`src/rtl/keccak_pkg.sv`:
```
/* keccak core package.
   widths, lane types, rate constants and the padder sequencer states for sha3-512. */

package keccak_pkg;

    // ~~~~~~~~~~~~~~~~~~~~~~~~~~~~~~~~~~~~~~~~~~~~~~~~~~~~~~~~~~~~~~~~~~~~
    // sizes.
    // ~~~~~~~~~~~~~~~~~~~~~~~~~~~~~~~~~~~~~~~~~~~~~~~~~~~~~~~~~~~~~~~~~~~~
    localparam int LANE_W       = 64;                    // bits per lane.
    localparam int NUM_LANES    = 25;                    // 5 x 5 lanes.
    localparam int STATE_W      = NUM_LANES * LANE_W;    // 1600.
    localparam int RATE_LANES   = 9;                     // sha3-512 rate, 576 bits.
    localparam int RATE_W       = RATE_LANES * LANE_W;
    localparam int DIGEST_LANES = 8;
    localparam int DIGEST_W     = DIGEST_LANES * LANE_W; // 512.
    localparam int NUM_ROUNDS   = 24;

    // rho rotation offsets, indexed by lane x+5y.
    localparam int unsigned RHO_OFS [NUM_LANES] = '{
         0,  1, 62, 28, 27,
        36, 44,  6, 55, 20,
         3, 10, 43, 25, 39,
        41, 45, 15, 21,  8,
        18,  2, 61, 56, 14
    };

    // ~~~~~~~~~~~~~~~~~~~~~~~~~~~~~~~~~~~~~~~~~~~~~~~~~~~~~~~~~~~~~~~~~~~~
    // types. lane 0 sits in the top bits of every wide vector.
    // ~~~~~~~~~~~~~~~~~~~~~~~~~~~~~~~~~~~~~~~~~~~~~~~~~~~~~~~~~~~~~~~~~~~~
    typedef logic [STATE_W-1:0]    state_t;     // full keccak state.
    typedef logic [LANE_W-1:0]     lane_t;      // one lane, byte 0 in bits 7:0.
    typedef logic [RATE_W-1:0]     block_t;     // lanes 0 to 8.
    typedef logic [DIGEST_W-1:0]   digest_t;    // lanes 0 to 7.
    typedef logic [2:0]            byte_cnt_t;  // valid bytes in the last word.
    typedef logic [3:0]            lane_cnt_t;  // lanes held in the padder, 0 to 9.
    typedef logic [NUM_ROUNDS-1:0] round_idx_t; // one-hot, bit r means round r+1.
    typedef logic [LANE_W-1:0]     rc_t;        // iota round constant.

    // padder sequencer.
    typedef enum logic [1:0] {
        collect,  // taking words.
        pad,      // closing the last block.
        hand_off, // block waits for the permutation.
        finished  // message done, idle until the next word.
    } padder_state_t;

endpackage

```
`src/rtl/padder.sv`:
```
/* sha-3 padder.
   packs 64-bit words into 576-bit blocks, applies 0x06 ... 0x80 padding and
   hands each block to the permutation. */

`timescale 1ns/1ps

module padder (
    input  logic                  clk,
    input  logic                  reset,
    input  keccak_pkg::lane_t     in,
    input  logic                  in_valid,
    input  logic                  is_last,
    input  keccak_pkg::byte_cnt_t byte_num,
    output logic                  buffer_full,
    output keccak_pkg::block_t    out,
    output logic                  out_ready,
    input  logic                  ack,
    output logic                  last_block
);
    keccak_pkg::padder_state_t state;
    keccak_pkg::block_t        blk_q;     // lanes shift in from the bottom.
    keccak_pkg::lane_cnt_t     cnt;       // lanes stored so far.
    logic                      accept;
    logic [5:0]                bit_pos;   // first bit of the 0x06 byte.
    keccak_pkg::lane_t         keep_mask;
    keccak_pkg::lane_t         last_word;
    keccak_pkg::lane_t         word_in;
    keccak_pkg::block_t        padded;

    assign buffer_full = (state == keccak_pkg::pad) || (state == keccak_pkg::hand_off);
    assign out_ready   = (state == keccak_pkg::hand_off);
    assign out         = blk_q;
    assign accept      = in_valid && !buffer_full;

    // ~~~~~~~~~~~~~~~~~~~~~~~~~~~~~~~~~~~~~~~~~~~~~~~~~~~~~~~~~~~~~~~~~~~~
    // padding datapath.
    // ~~~~~~~~~~~~~~~~~~~~~~~~~~~~~~~~~~~~~~~~~~~~~~~~~~~~~~~~~~~~~~~~~~~~
    assign bit_pos   = {byte_num, 3'b000};
    assign keep_mask = (keccak_pkg::lane_t'(1) << bit_pos) - keccak_pkg::lane_t'(1);
    assign last_word = (in & keep_mask) | (keccak_pkg::lane_t'(8'h06) << bit_pos);
    assign word_in   = is_last ? last_word : in;

    // push the stored lanes to the top, zero fill below, 0x80 into the top byte
    // of lane 8. with 71 bytes that byte already holds 0x06 and becomes 0x86.
    assign padded = (blk_q << (keccak_pkg::LANE_W * (keccak_pkg::RATE_LANES - int'(cnt)))) |
                    keccak_pkg::block_t'(64'h8000_0000_0000_0000);

    always_ff @(posedge clk) begin
        if (accept) begin
            blk_q <= {blk_q[keccak_pkg::RATE_W-keccak_pkg::LANE_W-1:0], word_in};
        end else if (state == keccak_pkg::pad) begin
            blk_q <= padded;
        end
    end

    // ~~~~~~~~~~~~~~~~~~~~~~~~~~~~~~~~~~~~~~~~~~~~~~~~~~~~~~~~~~~~~~~~~~~~
    // absorb / pad sequencer.
    // ~~~~~~~~~~~~~~~~~~~~~~~~~~~~~~~~~~~~~~~~~~~~~~~~~~~~~~~~~~~~~~~~~~~~
    always_ff @(posedge clk) begin
        if (reset) begin
            state      <= keccak_pkg::collect;
            cnt        <= '0;
            last_block <= 1'b0;
        end else begin
            case (state)
                keccak_pkg::collect, keccak_pkg::finished: begin
                    if (accept) begin
                        cnt <= keccak_pkg::lane_cnt_t'(cnt + 1'b1);
                        if (is_last) begin
                            state <= keccak_pkg::pad;      // close the block next cycle.
                        end else if (cnt == keccak_pkg::lane_cnt_t'(keccak_pkg::RATE_LANES-1)) begin
                            state <= keccak_pkg::hand_off; // 9th lane, block full.
                        end else begin
                            state <= keccak_pkg::collect;
                        end
                    end
                end
                keccak_pkg::pad: begin
                    state      <= keccak_pkg::hand_off;
                    last_block <= 1'b1;
                end
                keccak_pkg::hand_off: begin
                    if (ack) begin
                        cnt        <= '0;
                        last_block <= 1'b0;
                        state      <= last_block ? keccak_pkg::finished : keccak_pkg::collect;
                    end
                end
                default: state <= keccak_pkg::collect;
            endcase
        end
    end

    // the host holds off while the buffer is full.
    assert property (@(posedge clk) disable iff (reset) buffer_full |-> !in_valid);
    // the block stays put until the permutation takes it.
    assert property (@(posedge clk) disable iff (reset)
        (out_ready && !ack) |=> (out_ready && $stable(out)));

endmodule

```
`config.mk`:
```
export PLATFORM = sky130hd
export DESIGN_NAME = padder
export DESIGN_NICKNAME = d
export VERILOG_FILES = /design/src/rtl/keccak_pkg.sv /design/src/rtl/padder.sv
export SDC_FILE = /design/constraint.sdc
export NUM_CORES = 2
export LEC_CHECK = 0
export BUFFER_PORTS_ARGS = -buffer_cell sky130_fd_sc_hd__buf_2
export CAP_MARGIN = 0
export CORE_ASPECT_RATIO = 1.25
export CORE_MARGIN = 2
export CORE_UTILIZATION = 30
export CTS_BUF_LIST = sky130_fd_sc_hd__clkbuf_4 sky130_fd_sc_hd__clkbuf_8 sky130_fd_sc_hd__clkbuf_16
export DETAILED_ROUTE_END_ITERATION = 8
export PLACE_DENSITY_LB_ADDON = 0.05
export SYNTH_ARGS = -nofsm -noshare
export SYNTH_HDL_FRONTEND = slang
export SYNTH_SLANG_ARGS = --single-unit
```
`constraint.sdc`:
```
create_clock -name clk -period 36.1 [get_ports clk]
set_input_delay 3.61 -clock clk [delete_from_list [all_inputs] [get_ports clk]]
set_output_delay 3.61 -clock clk [all_outputs]
set_load 0.02 [all_outputs]
```
Word-level counts from Yosys, hierarchy flattened
Cells that the tools add are included.
{"block": "word_totals", "register_bits": 583, "wordCells": 43, "output_inout_bits": 579}
{"block": "op_classes", "reduce_logical": 11, "addsub": 3, "mux": 14, "n_bitwise": 2, "n_eq_ne": 6, "n_shift": 3}
{"operator": "576-bit 2-to-1 mux", "n": 2}
{"operator": "576-bit by 32-bit << shifter with 576-bit output", "n": 1}
{"operator": "64-bit AND", "n": 1}
{"operator": "64-bit 2-to-1 mux", "n": 1}
{"operator": "64-bit bitwise OR", "n": 1}
{"operator": "1-bit by 6-bit << shifter with 64-bit output (first input constant)", "n": 1}
{"operator": "3-bit by 6-bit << shifter with 64-bit output (first input constant)", "n": 1}
{"operator": "64-bit by 1-bit subtractor with 64-bit output (second input constant)", "n": 1}
{"operator": "2-bit 2-to-1 mux", "n": 5}
{"operator": "4-bit 2-to-1 mux", "n": 2}
{"operator": "4-bit one-hot mux with 2 select lines", "n": 1}
{"operator": "2-bit one-hot mux with 3 select lines", "n": 1}
{"operator": "2-bit nonzero test", "n": 3}
{"operator": "4-bit by 4-bit subtractor with 5-bit output (first input constant)", "n": 1}
{"operator": "4-bit by 1-bit adder with 4-bit output (second input constant)", "n": 1}
{"operator": "2-bit == test (second input constant)", "n": 2}
{"operator": "4-bit == test (second input constant)", "n": 1}
{"operator": "2-bit AND reduction", "n": 2}
{"operator": "3-bit AND reduction", "n": 1}
{"operator": "2-bit by 1-bit == test with 1-bit output (second input constant)", "n": 1}
{"operator": "2-bit zero test", "n": 1}
{"operator": "2-bit by 1-bit inequality test with 1-bit output (second input constant)", "n": 1}
{"operator": "2-bit inequality test (second input constant)", "n": 1}
{"operator": "1-bit one-hot mux with 2 select lines", "n": 1}
{"operator": "5 further kinds", "n": 5}

Logic depth before layout (Yosys ltp)
{"block": "logic_depth", "word_depth": 6, "ltp_mapped": 14, "ltp_nobuf": 7}

Least setup slack after synthesis
Ideal clock, no wire load.
{"block": "synth_timing", "path_type": "input to register", "from": "input port in_valid", "to": "register blk_q[512] (netlist: out[512]) (enable)", "path_slack_ns": 16.950, "path_buffers": 1, "setup_time_ns": 0.493, "arrival_time_ns": 18.657, "cell_stages": 4, "cell_sequence": "nand2_1 -> buf_2 -> nand2b_1 -> nor2b_1"}
{"block": "synth_between", "elab_chain_len": 2}
{"item": "start, declared", "line_no": "padder.sv:11", "text": "input logic in_valid,"}
{"item": "1-bit logical AND", "line_no": "padder.sv:33", "text": "assign accept = in_valid && !buffer_full;"}
{"item": "2-bit nonzero test (no source line)"}
{"item": "end signal, assigned", "line_no": "padder.sv:50", "text": "blk_q <= {blk_q[keccak_pkg::RATE_W-keccak_pkg::LANE_W-1:0], word_in};"}
{"item": "end signal, assigned", "line_no": "padder.sv:52", "text": "blk_q <= padded;"}
{"item": "end, declared", "line_no": "padder.sv:21", "text": "keccak_pkg::block_t blk_q;"}
Every way passes these cells.
A chain may end at the register's enable or synchronous reset.

Worst setup path after layout
{"block": "layout_timing", "from": "input port in_valid", "to": "register blk_q[548] (netlist: out[548]) (enable)"}
The elaborated chain is that of the path after synthesis.

==> results.md <==
* Required time reported for the critical path endpoint at 36390 ps
* Remaining max-slew budget at the tightest pin at 21.5%
* Run status: completed
* Count of warnings emitted by yosys at 0
* Die span in y at 413 µm
* CTS tree: built
* Routing usage on met2 at 45.2%
* Total Nets Final at 4142
* Global-route wire length before repair at 283000 µm
* DP HPWL at 119000 µm
* Post-Synthesis Cell Area at 40100 µm²
* Combinational family with the most area after synthesis: compound AO/OA/AOI/OAI gates
* Setup TNS at 0 ps
* Share of synthesized registers carrying an async set or reset at 0%
* Overall power of the completed layout at 4.29 mW
* Clock buffer count from CTS at 76
* Register area share after synthesis at 43.5%
* Worst setup path class: in -> reg
* CTS max path bufs at 3
* Final-report setup violation count at 0
* Wirelength per Cell at 34.3 µm
* R2R cell count at 7
* Synthesized area divided by synthesized cell count at 10.9 µm²
* Number of enable flip-flop cells after synthesis at 576
* Core box area at 133000 µm²
* Share of synthesized cell area in and, or, nand and nor gates at 7.52%
* Post-detailed-route DRC marker count at 0
* Critical Path End Type: flip-flop
* Number of setup buffers added after CTS at 0
* Sequential cell area at 17400 µm²
* Hold buffers post-CTS at 0
* Met3 usage at 5.71%
* Busiest metal layer after global routing: met2
* 1st-pass router iterations at 5
* Largest net degree at the start of global routing at 181
* Pin slew with the least headroom to its limit at 1170 ps
* Via count at 36600
* Maximum fanout encountered on the critical timing path at 54
* Synthesis-stage register bit count at 583
* Initial core utilization at 30.1%
* CP Data Arrival Time at 7260 ps
* Post-Synth Adder-Cell Area at 0.218%
* DIE AREA at 137000 µm²
* Leakage power of the design at 17.3 nW
* Share of the clock period used by the worst path at 19.3%
* Max-slew violation total from the final report at 0
* Clock-pin slew on the worst setup and hold paths at 60 ps
* Top-level port count at 651
* Worst hold path cell count at 2
* Met1 track demand over resource at 38.5%
* Max_cap viols at 0
* Total congestion overflow at 0
* Unrepaired setup endpoints after global routing: false
* Fill count at 13500
* Post-layout minimum cycle time at 6960 ps
* Number of H-tree branching levels at 3
* Area of the multi-input gates at 20600 µm²
* Post-synthesis mux area share at 18.1%
* Via count of the first global-routing pass at 35500
* Number of cell rows at 150
* Post-layout utilization of the core at 35.2%
* Maximum operating frequency at 0.144 GHz
* CTS-repair resized insts at 0
* Sinks on Clock Net at 583
* Synthesized instance count at 3680
* Area growth from synthesis to final layout at 17.0%
* Xor and xnor area share after synthesis at 0.0437%
* CTS Root Buffer Type: sky130_fd_sc_hd__clkbuf_16
* Crit path launch type: primary input
* RePlAce Congestion at 0.784
* Peak supply drop at 35.1 µV
* Predominant post-synthesis flop cell: sky130_fd_sc_hd__edfxtp_1
* Fraction of layout cells with a size suffix above 1 at 26.0%
* All-Layer GR Usage at 28.5%
* Post-synthesis compound-gate area fraction at 24.9%
* Number of input and output port buffers inserted at 650
* Iteration-0 DRC count of the detailed router at 3499
* Aggregate routed wire length at 202000 µm
* Number of antenna violations at the first check in global routing at 18
* Worst setup skew after layout at 24.8 ps
* Power density over cell area at 91.3 nW/µm²
* Clock insertion delay at the later pin of the skew report at 680 ps
* Number of nets with antenna violations after routing at 0
* Width of the die at 331 µm
* Final Hold Viols at 0
* Number of distinct standard cells referenced by the synthesized netlist at 62
* Number of nets produced by synthesis at 3759
* Average vias per placed instance at 6.24
* Classification of the worst-slack hold path: reg -> reg
-- placed cells by master (no fill, tap or decap), types with 11 or more instances in the layout --
cell                          n
sky130_fd_sc_hd__mux2i_1    338
sky130_fd_sc_hd__mux4_2     168
sky130_fd_sc_hd__a311o_1     45
sky130_fd_sc_hd__clkinv_2    17
sky130_fd_sc_hd__a211oi_1    68
sky130_fd_sc_hd__nand3_1     76
sky130_fd_sc_hd__nand2b_1    11
sky130_fd_sc_hd__a32o_1      65
sky130_fd_sc_hd__inv_1       74
sky130_fd_sc_hd__buf_4       66
sky130_fd_sc_hd__o2bb2ai_1   11
sky130_fd_sc_hd__and3_1      70
sky130_fd_sc_hd__a22o_1     234
sky130_fd_sc_hd__o22ai_1    121
sky130_fd_sc_hd__a2bb2o_1    23
sky130_fd_sc_hd__clkbuf_4    21
sky130_fd_sc_hd__clkbuf_16   78
sky130_fd_sc_hd__nor3_1      11
sky130_fd_sc_hd__buf_2      650
sky130_fd_sc_hd__a22oi_1     53
sky130_fd_sc_hd__o211ai_1    17
sky130_fd_sc_hd__a21o_1      15
sky130_fd_sc_hd__nor2_1      41
sky130_fd_sc_hd__o21ai_0    366
sky130_fd_sc_hd__o21ai_1     21
sky130_fd_sc_hd__o221ai_1    86
sky130_fd_sc_hd__edfxtp_1   576
sky130_fd_sc_hd__a2bb2oi_1   59
sky130_fd_sc_hd__a21oi_1    127
sky130_fd_sc_hd__a221o_1     25
sky130_fd_sc_hd__nand2_1    425
-- path summary, 6_finish.rpt --
check                         from                    end  slack, ps
max                       in_valid     out[548]$_DFFE_PP_      29140
min          state[1]$_SDFFE_PP0P_  state[1]$_SDFFE_PP0P_        550
max reg2reg    cnt[3]$_SDFFE_PP0P_     out[358]$_DFFE_PP_      30960
min reg2reg  state[1]$_SDFFE_PP0P_  state[1]$_SDFFE_PP0P_        550
-- final cells by class --
class | count | share of cell area [%]
diodes | 6 | 0.0320
well taps | 1748 | 4.66
clock buffers | 99 | 4.49
inverters | 77 | 0.629
flip-flops and latches | 583 | 37.2
multi-input cells | 2602 | 43.9
clock inverters | 39 | 0.856
repair buffers | 723 | 8.28
-- cell families (layout without fill, tap and decap cells) --
kind of cell    Yosys count  in the layout
fa+ha+maj                 7              7
simple gates            683            683
flops                   583            583
other cells               0              6
buf+inv                 495            938
mux                     516            516
xor+xnor                  2              2
compound gates         1394           1394
-- report_power, final --
group | switching [mW] | internal, mW
Clock | 0.343 | 0.464
Combinational | 1.32 | 0.738
Sequential | 0.352 | 1.07
Total | 2.02 | 2.27
-- metal layers --
layer | wire [µm] | share of wire, % | vias up
met4 | 6880 | 3.4 | 18
met3 | 14900 | 7.4 | 266
met2 | 94100 | 47 | 1565
li1 | - | - | 15700
met5 | 114 | 0.057 | -
met1 | 85600 | 42 | 19100
-- metrics by stage --
step	cells	hold slack [ps]	setup slack [ps]	area, µm²
2_1_floorplan	3680	491	16950	40100
3_3_place_gp	5733	532	28300	44400
3_5_place_dp	5733	542	28320	44400
4_1_cts	5871	555	29070	46900
5_1_grt	5874	595	28970	46900
6_report	5877	550	29140	46900
-- sequential cells by signal (all words and copies together) (netlist names) --
name        cells
out           576
state           2
last_block      1
cnt             4
-- critical path, stage by stage --
cell and delay [ps]:
sky130_fd_sc_hd__buf_2 190, sky130_fd_sc_hd__nand2_2 480, sky130_fd_sc_hd__o21a_4 580, sky130_fd_sc_hd__and3_4 500, sky130_fd_sc_hd__nor2b_4 850, sky130_fd_sc_hd__buf_4 870
-- synthesized netlist by cell type (7+ instances only) --
| library cell | count | area share (%) |
|---|---|---|
| sky130_fd_sc_hd__inv_1 | 76 | 0.71 |
| sky130_fd_sc_hd__clkbuf_1 | 198 | 1.9 |
| sky130_fd_sc_hd__nor2_1 | 42 | 0.39 |
| sky130_fd_sc_hd__dfxtp_1 | 7 | 0.35 |
| sky130_fd_sc_hd__nand3_1 | 76 | 0.95 |
| sky130_fd_sc_hd__a2bb2oi_1 | 59 | 1.3 |
| sky130_fd_sc_hd__o211ai_1 | 17 | 0.32 |
| sky130_fd_sc_hd__mux2i_1 | 338 | 8.4 |
| sky130_fd_sc_hd__buf_4 | 37 | 0.69 |
| sky130_fd_sc_hd__a221oi_1 | 7 | 0.15 |
| sky130_fd_sc_hd__a211oi_1 | 68 | 1.3 |
| sky130_fd_sc_hd__nand2_1 | 430 | 4.0 |
| sky130_fd_sc_hd__o32a_1 | 9 | 0.22 |
| sky130_fd_sc_hd__o2bb2ai_1 | 11 | 0.24 |
| sky130_fd_sc_hd__a22o_1 | 234 | 5.1 |
| sky130_fd_sc_hd__a21o_1 | 16 | 0.30 |
| sky130_fd_sc_hd__buf_6 | 13 | 0.36 |
| sky130_fd_sc_hd__o21ai_0 | 366 | 4.6 |
| sky130_fd_sc_hd__and2_1 | 7 | 0.11 |
| sky130_fd_sc_hd__o22ai_1 | 121 | 1.9 |
| sky130_fd_sc_hd__a2bb2o_1 | 23 | 0.57 |
| sky130_fd_sc_hd__a311o_1 | 45 | 1.1 |
| sky130_fd_sc_hd__o21ai_1 | 23 | 0.29 |
| sky130_fd_sc_hd__edfxtp_1 | 576 | 43 |
| sky130_fd_sc_hd__and3_1 | 73 | 1.1 |
| sky130_fd_sc_hd__nor3_1 | 11 | 0.14 |
| sky130_fd_sc_hd__a32o_1 | 65 | 1.6 |
| sky130_fd_sc_hd__buf_1 | 19 | 0.18 |
| sky130_fd_sc_hd__buf_2 | 150 | 1.9 |
| sky130_fd_sc_hd__ha_1 | 7 | 0.22 |
| sky130_fd_sc_hd__a221o_1 | 25 | 0.62 |
| sky130_fd_sc_hd__mux4_2 | 168 | 9.4 |
| sky130_fd_sc_hd__nor2b_1 | 12 | 0.19 |
| sky130_fd_sc_hd__a21oi_1 | 129 | 1.6 |
| sky130_fd_sc_hd__mux2_2 | 10 | 0.28 |
| sky130_fd_sc_hd__nand2b_1 | 13 | 0.20 |
| sky130_fd_sc_hd__o221ai_1 | 86 | 1.9 |
| sky130_fd_sc_hd__o31ai_1 | 10 | 0.19 |
| sky130_fd_sc_hd__a22oi_1 | 53 | 0.99 |
No activity file was read; power rests on OpenSTA's default activity.
